==> config.mk <==
export PLATFORM = sky130hd
export DESIGN_NAME = char_engine_top
export DESIGN_NICKNAME = d
export VERILOG_FILES = /design/src/common/charview_pkg.sv /design/src/pipe_reg.sv /design/src/field_sequencer.sv /design/src/glyph_expander.sv /design/src/char_engine_top.sv
export VERILOG_INCLUDE_DIRS = /design/src /design/src/common
export SDC_FILE = /design/constraint.sdc
export NUM_CORES = 1
export LEC_CHECK = 0
export ABC_AREA = 0
export BUFFER_PORTS_ARGS = -buffer_cell sky130_fd_sc_hd__buf_2
export CAP_MARGIN = 20
export CORE_ASPECT_RATIO = 1.4
export CORE_MARGIN = 4
export CORE_UTILIZATION = 30
export CTS_CLUSTER_SIZE = 24
export DETAILED_ROUTE_END_ITERATION = 8
export PLACE_DENSITY = 0.48
export SYNTH_ARGS = -nofsm -noshare
export SYNTH_HDL_FRONTEND = slang
export SYNTH_HIERARCHICAL = 1
export SYNTH_SLANG_ARGS = --single-unit
==> constraint.sdc <==
create_clock -name clock -period 16.9 [get_ports clock]
set_input_delay 2.535 -clock clock [delete_from_list [all_inputs] [get_ports clock]]
set_output_delay 2.535 -clock clock [all_outputs]
set_load 0.02 [all_outputs]
==> src/common/glyph_font.svh <==
//------------------------------
// Hex digit font, 0 to F only
// Eight row bytes per glyph, row 0 on top
// Bit 7 is the leftmost pixel
// Include inside a module body
//------------------------------
localparam logic [7:0] GLYPH_FONT [16][8] = '{
	'{8'h3C, 8'h42, 8'h42, 8'h42, 8'h42, 8'h42, 8'h42, 8'h3C}, // 0
	'{8'h18, 8'h38, 8'h78, 8'h18, 8'h18, 8'h18, 8'h18, 8'h7E}, // 1
	'{8'h3C, 8'h66, 8'h66, 8'h0C, 8'h18, 8'h30, 8'h60, 8'h7E}, // 2
	'{8'h7C, 8'h06, 8'h06, 8'h7C, 8'h06, 8'h06, 8'h06, 8'h7C}, // 3
	'{8'h0E, 8'h16, 8'h26, 8'h46, 8'h46, 8'h7E, 8'h06, 8'h06}, // 4
	'{8'h7E, 8'h60, 8'h60, 8'h78, 8'h0C, 8'h06, 8'h0C, 8'h78}, // 5
	'{8'h3C, 8'h40, 8'h40, 8'h7C, 8'h42, 8'h42, 8'h42, 8'h3C}, // 6
	'{8'h7E, 8'h06, 8'h06, 8'h06, 8'h0C, 8'h18, 8'h30, 8'h60}, // 7
	'{8'h3C, 8'h42, 8'h42, 8'h3C, 8'h42, 8'h42, 8'h42, 8'h3C}, // 8
	'{8'h3C, 8'h46, 8'h46, 8'h46, 8'h3E, 8'h06, 8'h06, 8'h06}, // 9
	'{8'h3C, 8'h42, 8'h42, 8'h42, 8'h7E, 8'h42, 8'h42, 8'h42}, // A
	'{8'h7C, 8'h42, 8'h46, 8'h7C, 8'h46, 8'h42, 8'h42, 8'h7C}, // B
	'{8'h3E, 8'h60, 8'h60, 8'h60, 8'h60, 8'h60, 8'h60, 8'h3E}, // C
	'{8'h7C, 8'h62, 8'h62, 8'h62, 8'h62, 8'h62, 8'h62, 8'h7C}, // D
	'{8'h3E, 8'h60, 8'h60, 8'h7E, 8'h60, 8'h60, 8'h60, 8'h3E}, // E
	'{8'h7E, 8'h60, 8'h60, 8'h7E, 8'h60, 8'h60, 8'h60, 8'h60}  // F
};

==> src/common/charview_pkg.sv <==
//------------------------------
// Geometry assumes a 640x480 byte-per-line frame buffer
// Eight pixels per byte, one byte per character column
// Character rows are ten pixel lines tall
// Field placement is fixed, there is no offset
//------------------------------
package charview_pkg;

	// Screen geometry
	localparam int SCREEN_COLS = 80; // Characters per line
	localparam int LINE_PITCH = SCREEN_COLS; // Bytes per pixel line
	localparam int ROW_PITCH = 800; // Eight glyph lines plus two blank lines
	localparam int GLYPH_LINES = 8;

	// Field table
	localparam int NUM_GP_REGS = 8;
	localparam int NUM_FIELDS = 9; // GP registers then cycle counter
	localparam int WORD_W = 32;
	localparam int CYCLE_W = 16;
	localparam int FB_ADDR_W = 16;

	// Placement in character cells
	localparam int GP_COL = 63;
	localparam int GP_ROW_BASE = 14;
	localparam int GP_ROW_STEP = 3; // Blank rows between registers
	localparam int CYC_COL = 8;
	localparam int CYC_ROW = 35;

	// One hex character headed for the glyph stage
	typedef struct packed {
		logic [3:0] digit; // Hex digit code 0..F
		logic [6:0] col;
		logic [5:0] row;
		logic last; // Final character of a pass
	} char_item_t;

	// One byte write into the frame buffer
	typedef struct packed {
		logic [FB_ADDR_W-1:0] addr;
		logic [7:0] data;
		logic last; // Final write of a pass
	} fb_write_t;

	// All GP register values side by side, register 0 in the low word
	typedef logic [NUM_GP_REGS-1:0][WORD_W-1:0] gp_regs_t;

endpackage

==> src/pipe_reg.sv <==
`timescale 1ns/100ps
//------------------------------
// Single-entry valid/ready stage
// Full throughput, one cycle of latency
// Payload type set by parameter
//------------------------------
module pipe_reg #(
	parameter type payload_t = logic [7:0]
) (
	input  logic     clock,
	input  logic     rst_n,
	input  logic     in_valid,
	input  payload_t in_data,
	output logic     in_ready,
	output logic     out_valid,
	output payload_t out_data,
	input  logic     out_ready
);

	// Room when empty or draining this cycle
	assign in_ready = !out_valid || out_ready;

	always_ff @(posedge clock) begin
		if (!rst_n)
			out_valid <= 1'b0;
		else if (in_ready)
			out_valid <= in_valid;
	end

	always_ff @(posedge clock) begin
		if (in_valid && in_ready)
			out_data <= in_data;
	end

	a_out_stable: assert property (@(posedge clock) disable iff (!rst_n)
		out_valid && !out_ready |=> out_valid && $stable(out_data))
		else $error("output changed under back-pressure");

endmodule

==> src/field_sequencer.sv <==
`timescale 1ns/100ps
//------------------------------
// A pass starts only on start while idle
// All nine values are sampled on that same edge
// Order is GP0..GP7 then cycles, MSB digit first
// scan_busy drops once the last item is handed over
//------------------------------
module field_sequencer (
	input  logic                             clock,
	input  logic                             rst_n,
	input  logic                             start,
	input  charview_pkg::gp_regs_t           gp_regs,
	input  logic [charview_pkg::CYCLE_W-1:0] cycle_count,
	input  logic                             item_ready,
	output logic                             scan_busy,
	output logic                             item_valid,
	output charview_pkg::char_item_t         item
);

	charview_pkg::gp_regs_t snap_gp; // Values frozen for the pass
	logic [charview_pkg::CYCLE_W-1:0] snap_cyc;
	logic [3:0] field_cnt;
	logic [2:0] digit_cnt;
	logic is_cyc;
	logic [3:0] field_digits;
	logic last_digit;
	logic [2:0] nib_sel;
	logic [charview_pkg::WORD_W-1:0] cur_word;
	logic take;

	assign item_valid = scan_busy;
	assign take = item_valid && item_ready;
	assign is_cyc = (field_cnt == 4'(charview_pkg::NUM_FIELDS - 1)); // Cycle counter is last
	assign field_digits = is_cyc ? 4'(charview_pkg::CYCLE_W / 4) : 4'(charview_pkg::WORD_W / 4);
	assign last_digit = ({1'b0, digit_cnt} == field_digits - 4'd1);
	assign nib_sel = 3'(field_digits - 4'd1 - {1'b0, digit_cnt}); // Nibble index from LSB

	always_comb begin
		cur_word = '0;
		if (is_cyc)
			cur_word[charview_pkg::CYCLE_W-1:0] = snap_cyc;
		else
			cur_word = snap_gp[field_cnt[2:0]];
	end

	always_comb begin
		item.digit = cur_word[{nib_sel, 2'b00} +: 4];
		item.last = is_cyc && last_digit;
		if (is_cyc) begin
			item.col = 7'(charview_pkg::CYC_COL + digit_cnt);
			item.row = 6'(charview_pkg::CYC_ROW);
		end else begin
			item.col = 7'(charview_pkg::GP_COL + digit_cnt);
			item.row = 6'(charview_pkg::GP_ROW_BASE + charview_pkg::GP_ROW_STEP * field_cnt);
		end
	end

	always_ff @(posedge clock) begin
		if (!rst_n) begin
			scan_busy <= 1'b0;
			field_cnt <= '0;
			digit_cnt <= '0;
		end else if (!scan_busy) begin
			scan_busy <= start; // Counters already at zero here
		end else if (take) begin
			if (last_digit) begin
				digit_cnt <= '0;
				if (is_cyc) begin
					field_cnt <= '0;
					scan_busy <= 1'b0; // Pass handed over
				end else begin
					field_cnt <= field_cnt + 4'd1;
				end
			end else begin
				digit_cnt <= digit_cnt + 3'd1;
			end
		end
	end

	// Snapshot, starts while busy are ignored
	always_ff @(posedge clock) begin
		if (start && !scan_busy) begin
			snap_gp <= gp_regs;
			snap_cyc <= cycle_count;
		end
	end

	a_digit_in_field: assert property (@(posedge clock) disable iff (!rst_n)
		{1'b0, digit_cnt} < field_digits)
		else $error("digit counter past field width");

	a_item_held: assert property (@(posedge clock) disable iff (!rst_n)
		item_valid && !item_ready |=> item_valid && $stable(item))
		else $error("item changed while stalled");

endmodule

==> src/glyph_expander.sv <==
`timescale 1ns/100ps
//------------------------------
// One char item becomes eight row writes
// Takes a new item only when idle
// so there is one bubble between characters
//------------------------------
module glyph_expander (
	input  logic                     clock,
	input  logic                     rst_n,
	input  logic                     item_valid,
	input  charview_pkg::char_item_t item,
	output logic                     item_ready,
	input  logic                     wr_ready,
	output logic                     wr_valid,
	output charview_pkg::fb_write_t  wr
);

	`include "glyph_font.svh"

	charview_pkg::char_item_t cur_item; // Character being drawn
	logic [2:0] line_cnt;
	logic active;
	logic last_line;

	assign item_ready = !active;
	assign wr_valid = active;
	assign last_line = (line_cnt == 3'(charview_pkg::GLYPH_LINES - 1));

	always_comb begin
		wr.addr = charview_pkg::FB_ADDR_W'(
			charview_pkg::ROW_PITCH * cur_item.row +
			charview_pkg::LINE_PITCH * line_cnt +
			cur_item.col);
		wr.data = GLYPH_FONT[cur_item.digit][line_cnt];
		wr.last = cur_item.last && last_line; // Only the very last byte
	end

	always_ff @(posedge clock) begin
		if (!rst_n) begin
			active <= 1'b0;
			line_cnt <= '0;
		end else if (item_valid && item_ready) begin
			active <= 1'b1;
			line_cnt <= '0;
		end else if (wr_valid && wr_ready) begin
			if (last_line)
				active <= 1'b0;
			line_cnt <= line_cnt + 3'd1; // Wraps back to zero after line 7
		end
	end

	always_ff @(posedge clock) begin
		if (item_valid && item_ready)
			cur_item <= item;
	end

	// Counter has to be back at zero before the next item may enter
	a_idle_line: assert property (@(posedge clock) disable iff (!rst_n)
		(line_cnt != 3'd0) |-> !item_ready)
		else $error("item_ready high mid-glyph");

endmodule

==> src/char_engine_top.sv <==
`timescale 1ns/100ps
//------------------------------
// Renders GP registers and cycle count as hex
// One start pulse gives exactly 544 byte writes
// Write port is a single valid/ready pair, no response
//------------------------------
module char_engine_top (
	input  logic                               clock,
	input  logic                               rst_n,
	input  logic                               start,
	input  charview_pkg::gp_regs_t             gp_regs,
	input  logic [charview_pkg::CYCLE_W-1:0]   cycle_count,
	output logic                               scan_busy,
	output logic                               fb_valid,
	input  logic                               fb_ready,
	output logic [charview_pkg::FB_ADDR_W-1:0] fb_addr,
	output logic [7:0]                         fb_data,
	output logic                               fb_last
);

	logic seq_valid, seq_ready; // Sequencer to item stage
	charview_pkg::char_item_t seq_item;
	logic chr_valid, chr_ready; // Item stage to expander
	charview_pkg::char_item_t chr_item;
	logic exp_valid, exp_ready; // Expander to write stage
	charview_pkg::fb_write_t exp_wr;
	charview_pkg::fb_write_t out_wr;

	field_sequencer u_field_sequencer (
		.clock       (clock),
		.rst_n       (rst_n),
		.start       (start),
		.gp_regs     (gp_regs),
		.cycle_count (cycle_count),
		.item_ready  (seq_ready),
		.scan_busy   (scan_busy),
		.item_valid  (seq_valid),
		.item        (seq_item)
	);

	pipe_reg #(.payload_t(charview_pkg::char_item_t)) u_item_stage (
		.clock     (clock),
		.rst_n     (rst_n),
		.in_valid  (seq_valid),
		.in_data   (seq_item),
		.in_ready  (seq_ready),
		.out_valid (chr_valid),
		.out_data  (chr_item),
		.out_ready (chr_ready)
	);

	glyph_expander u_glyph_expander (
		.clock      (clock),
		.rst_n      (rst_n),
		.item_valid (chr_valid),
		.item       (chr_item),
		.item_ready (chr_ready),
		.wr_ready   (exp_ready),
		.wr_valid   (exp_valid),
		.wr         (exp_wr)
	);

	pipe_reg #(.payload_t(charview_pkg::fb_write_t)) u_write_stage (
		.clock     (clock),
		.rst_n     (rst_n),
		.in_valid  (exp_valid),
		.in_data   (exp_wr),
		.in_ready  (exp_ready),
		.out_valid (fb_valid),
		.out_data  (out_wr),
		.out_ready (fb_ready)
	);

	assign fb_addr = out_wr.addr;
	assign fb_data = out_wr.data;
	assign fb_last = out_wr.last;

endmodule

==> impl_metrics.json, run 1 <==
{
  "setup-tns-final_ps": 0,
  "antenna_left": 0,
  "synth_top_area_share": 0.652,
  "hold_violations": 0,
  "initial_core_util": 0.305,
  "post_cts_buffers": 0,
  "vias": 9111,
  "max_slew_margin": 0.383,
  "synth_flop_cell": "edfxtp_1",
  "die_h_um": 276,
  "synth_edf_count": 333,
  "outcome": "completed",
  "yosysUniqueCellTypes": 66,
  "critPathCaptureType": "flop",
  "clk_latency_ps": 540,
  "synth_top_family_by_area": "multiplexers",
  "fin_util": 0.370,
  "synth_mux_area_frac": 0.109,
  "critPathLaunchType": "input port",
  "drc": 0,
  "avgSynthCellArea_um2": 16.1,
  "synth_top_area_cell": "edfxtp_1",
  "syn_inst": 954,
  "cts_hold_buf": 0,
  "routedWlPerCell_um": 20.3,
  "setup_viol": 0,
  "cts-buffers-inserted": 36,
  "yosys.area_share.simple": 0.0659,
  "hold_path_class": "flop to flop",
  "cp.required_ps": 17050,
  "die_area_um2": 54900,
  "maxSlewViolCount": 0,
  "synthXorXnorAreaFrac": 0.00685,
  "drtIter0Drc": 431,
  "setup_slack_ps": 13030,
  "wirelength_um": 39100,
  "p_per_area_nw_per_um2": 104,
  "finalCritPeriodShare": 0.229,
  "crit_type": "input port to flop",
  "track_usage": 0.140,
  "preCtsSetupSlack_ps": 12260,
  "clk_pin_slew_worst_paths_ps": 60,
  "synth_area_leaders": "edfxtp_1, mux4_2, ha_1, mux2i_1, dfxtp_1",
  "clockRootBuffer": "clkbuf_16",
  "grt_pass1_wl_um": 57700,
  "vias_per_cell": 4.72,
  "maxCapViolCount": 0,
  "final_cell_mix": "edfxtp_1, buf_2, mux4_2",
  "worst_slew_pin_slew_ps": 926,
  "cts_resized": 0,
  "htree_levels": 2,
  "drive_gt1_frac": 0.347,
  "synth_compound_area_frac": 0.0671,
  "core-area_um2": 50400,
  "async_flop_share": 0,
  "ys_seq_area_frac": 0.670,
  "ios": 303,
  "port_buffers": 302,
  "p_leak_nw": 6.81,
  "synth_seq_cells": 347,
  "fmax_mhz": 258,
  "final_common_cell": "edfxtp_1",
  "clock_path_buffers": 3,
  "grt_pass1_vias": 9621,
  "synth_warnings": 6,
  "netlist_area_um2": 15300,
  "syn2layout_area_growth_pct": 21.6,
  "cts_sinks": 347,
  "rows": 97,
  "dr.pass1.iters": 5,
  "grt_max_degree": 96,
  "globalplace.congestion": 0.794,
  "overflow": 0,
  "ir_drop_uv": 85.6,
  "crit_fanout": 71,
  "rsz0062_at_grt": "no",
  "period_needed_ps": 3870,
  "nets": 1592,
  "dp_hpwl_um": 28400,
  "die_w_um": 199,
  "synth_fa_ha_area_frac": 0.0522,
  "clock_skew_ps": 16.5,
  "cts_tree": "yes",
  "arrival_ps": 4020,
  "antenna_found_initial": 14
}
[routing by layer]
metal | track usage | routed length, µm | part of all wire | vias to the layer above
met5 | 0 | 86 | 0.0022 | -
met2 | 0.260 | 21500 | 0.55 | 261
met4 | 0.0447 | 1110 | 0.028 | 12
li1 | - | - | - | 4380
met3 | 0.0389 | 2320 | 0.059 | 61
met1 | 0.154 | 14100 | 0.36 | 4397
[worst max-delay path, stage by stage]
cell and delay [ps]:
buf_2 120, nor2b_4 500, buf_4 810
[power breakdown]
part / leakage [nW] / total [mW] / internal, mW / switching [mW]
Combinational: 3.01 / 0.152 / 0.0684 / 0.0836
Clock: 0.548 / 0.780 / 0.455 / 0.325
Sequential: 3.25 / 1.02 / 1.00 / 0.0172
Total: 6.81 / 1.95 / 1.52 / 0.426
[flip-flops by register name, indices dropped and copies added (netlist names)]
| name | cells |
|---|---|
| u_glyph_expander/line_cnt | 3 |
| u_glyph_expander/cur_item | 18 |
| u_field_sequencer/snap_cyc | 16 |
| u_field_sequencer/digit_cnt | 3 |
| u_write_stage/out_valid | 1 |
| u_glyph_expander/wr_valid | 1 |
| u_item_stage/out_valid | 1 |
| u_write_stage/out_data | 25 |
| u_item_stage/out_data | 18 |
| u_field_sequencer/field_cnt | 4 |
| u_field_sequencer/item_valid | 1 |
| u_field_sequencer/snap_gp | 256 |
[path summary, 6_finish.rpt]
check / from / endpoint / slack [ps] / cells past startpoint
worst min-delay path: u_item_stage/out_data[4] / u_glyph_expander/cur_item[4] / 420 / 0
worst min register to register: u_item_stage/out_data[4] / u_glyph_expander/cur_item[4] / 420 / 0
worst max-delay path: start / u_field_sequencer/snap_gp[24] / 13030 / 3
worst max register to register: u_field_sequencer/field_cnt[0] / u_item_stage/out_data[15] / 13370 / 7
[Yosys cell counts, types with 5 or more instances]
cell type / instances
o211ai_1: 6
nand2b_1: 10
a22oi_1: 9
a21oi_1: 39
nand2_1: 54
edfxtp_1: 333
buf_4: 14
o21a_1: 6
mux4_2: 58
buf_2: 18
o22ai_1: 6
dfxtp_1: 14
mux2_2: 5
nor2_1: 37
fa_1: 5
a221oi_1: 7
and2_1: 8
o21ai_0: 32
and3_1: 5
nor3_1: 24
inv_1: 29
a31oi_1: 7
nand3_1: 17
a211oi_1: 5
mux2i_1: 31
clkbuf_1: 14
o311a_1: 5
xnor2_1: 9
ha_1: 56
nor2b_1: 22
[logic make-up after synthesis]
| family | Yosys count |
|---|---|
| flops | 347 |
| simple gates | 200 |
| compound gates | 155 |
| mux | 94 |
| buf+inv | 84 |
| fa+ha+maj | 61 |
| xor+xnor | 12 |
| other cells | 1 |
[final cells by class]
cell class / instances / area (µm²)
tap: 643 / 805
clock buffer: 44 / 931
sequential: 347 / 10300
clock inverter: 20 / 213
antenna: 8 / 20.0
inverter: 31 / 116
fill: 4802 / 31700
multi-input combinational: 524 / 4630
timing repair buffer: 315 / 1650
[through the flow]
step	hold WS [ps]	instances	total power [mW]	instance area [µm²]
after floorplan	400	955	1.14	15300
after global placement	407	1858	1.19	17400
after detailed placement	405	1858	1.19	17400
after CTS	421	1922	1.98	18600
after global routing	430	1927	2.03	18600
final	418	1932	1.95	18700
No activity file was read; power rests on OpenSTA's default activity.
==> run 2, diff against run 1 <==
PLACE_DENSITY = 0.49   (was 0.48)
clock period = 3.1 ns   (was 16.9 ns; I/O delays follow)
==> run 2 against run 1 <==
  * Critical path depth increased by 6
  * Core utilization grew 0.60 points
  * Worst hold slack worse by 320 ps
  * Clock power grew to 5.4 times the previous value
  * Register-to-register slack worse by 13000 ps
  * Sequential power rose to 5.4 times the previous value
  * Total power grew to 5.5 times the previous value
  * Clock skew down 6.0 ps
  * Critical endpoint is now u_write_stage/out_data[24]
  * First-iteration DRC count up 3.0%
==> impl_metrics.json, run 2 (synthesized netlist as in run 1, its figures left out) <==
{
  "grt_pass1_wl_um": 58700,
  "final_common_cell": "edfxtp_1",
  "slowest_delay_ps": 480,
  "globalplace.congestion": 0.792,
  "drc": 0,
  "p_per_area_nw_per_um2": 561,
  "ir_drop_uv": 437,
  "grt_max_degree": 120,
  "hold_path_class": "input port to flop",
  "preCtsSetupSlack_ps": 19.3,
  "drive_gt1_frac": 0.373,
  "critPathLaunchType": "flop",
  "cts_tree": "yes",
  "dr.pass1.iters": 5,
  "overflow": 0,
  "p_clk_frac": 0.398,
  "period_needed_ps": 2910,
  "fmax_mhz": 344,
  "finalCritPeriodShare": 0.937,
  "crit_top_cell": "ha_1",
  "outcome": "completed",
  "netSwitchingFraction": 0.226,
  "wirelength_um": 39100,
  "vias": 9271,
  "nFillCells": 4730,
  "antenna_left": 0,
  "p_comb_frac": 0.081,
  "rows": 97,
  "setup_viol": 0,
  "largest_register": "u_field_sequencer/snap_gp",
  "htree_levels": 2,
  "top_regs": "u_field_sequencer/snap_gp (256), u_write_stage/out_data (25)",
  "seq_power_share": 0.521,
  "vias_per_cell": 4.73,
  "worst_slew_pin_slew_ps": 943,
  "crit_fanout": 5,
  "port_buffers": 302,
  "crit_chain": "ha_1 > ha_1 > ha_1 > ha_1 > a21oi_2 > a21oi_1 > or4b_1 > nand3_1 > xnor2_1",
  "switchingPower_mw": 2.40,
  "drtIter0Drc": 444,
  "antenna_found_initial": 18,
  "p_leak_nw": 6.95,
  "clock_path_buffers": 3,
  "die_w_um": 199,
  "syn2layout_area_growth_pct": 23.6,
  "die_area_um2": 54900,
  "cp_num_buf_inv": 0,
  "hold_violations": 0,
  "cp.required_ps": 3370,
  "nets": 1621,
  "setup_slack_ps": 194,
  "die_h_um": 276,
  "largest_reg_flops": 256,
  "cts_sinks": 347,
  "maxSlewViolCount": 0,
  "critPathCaptureType": "flop",
  "arrival_ps": 3180,
  "cts_hold_buf": 0,
  "final_cell_mix": "edfxtp_1, buf_2, mux4_2",
  "clockRootBuffer": "clkbuf_16",
  "initial_core_util": 0.305,
  "ios": 303,
  "maxCapViolCount": 0,
  "grt_pass1_vias": 10000,
  "crit_family": "adder cells",
  "routedWlPerCell_um": 19.9,
  "cpMaxStageDelayCell": "or4b_1",
  "dp_hpwl_um": 29100,
  "core-area_um2": 50400,
  "clk_latency_ps": 540,
  "crit_type": "flop to flop",
  "total_power_mw": 10.6,
  "clk_pin_slew_worst_paths_ps": 60,
  "clock_skew_ps": 10.5,
  "max_slew_margin": 0.371,
  "cts-buffers-inserted": 37,
  "intPower_mw": 8.23,
  "track_usage": 0.141
}
==> run 2: what timing repair did <==
item	in CTS	in global routing
pin swaps	0	0
endpoints found under the setup margin	1	5
resized for setup	1	9
setup buffers	0	3
==> run 2: final cells by class <==
class	count	area (µm²)	share of cell area
Sequential cell	347	10300	0.543
Antenna cell	7	17.5	0.000924
Tap cell	643	805	0.0424
Timing Repair Buffer	343	1890	0.0999
Inverter	31	116	0.00614
Multi-Input combinational cell	524	4690	0.248
Clock buffer	40	937	0.0494
Clock inverter	26	208	0.0110
==> run 2: worst paths after layout <==
kind / end / startpoint / depth (start not counted) / slack (ps)
worst max-delay path: u_write_stage/out_data[24] / u_glyph_expander/cur_item[4] / 9 / 190
worst min register to register: u_glyph_expander/cur_item[0] / u_item_stage/out_data[0] / 0 / 410
worst min-delay path: u_field_sequencer/snap_gp[79] / gp_regs[79] / 1 / 100
worst max register to register: u_write_stage/out_data[24] / u_glyph_expander/cur_item[4] / 9 / 190
==> run 2: power groups by stage <==
stage	clock network (mW)	registers [mW]	logic [mW]
after global routing	4.58	5.57	0.962
after global placement	0	5.63	0.857
after floorplan	0	5.65	0.474
after CTS	4.40	5.54	0.867
final	4.23	5.54	0.863
after detailed placement	0	5.65	0.861
==> run 2: metrics by stage <==
| step | setup TNS [ps] | hold WS [ps] | cells | cell area [µm²] | utilization |
|---|---|---|---|---|---|
| floorplan | -508180 | 400 | 955 | 15400 | - |
| global placement | 0 | 404 | 1885 | 17700 | 0.352 |
| detailed placement | 0 | 405 | 1885 | 17700 | 0.352 |
| CTS | 0 | 56.3 | 1951 | 18900 | 0.375 |
| global route | -5.80 | 59.7 | 1957 | 19000 | 0.376 |
| finish | 0 | 96.2 | 1961 | 19000 | 0.376 |
==> run 2: per-layer routing <==
| metal | routed length, µm | vias up | track usage |
|---|---|---|---|
| met1 | 14100 | 4492 | 0.157 |
| met2 | 21200 | 256 | 0.255 |
| li1 | - | 4419 | - |
| met4 | 1100 | 24 | 0.0465 |
| met3 | 2580 | 80 | 0.0426 |
| met5 | 138 | - | 0 |
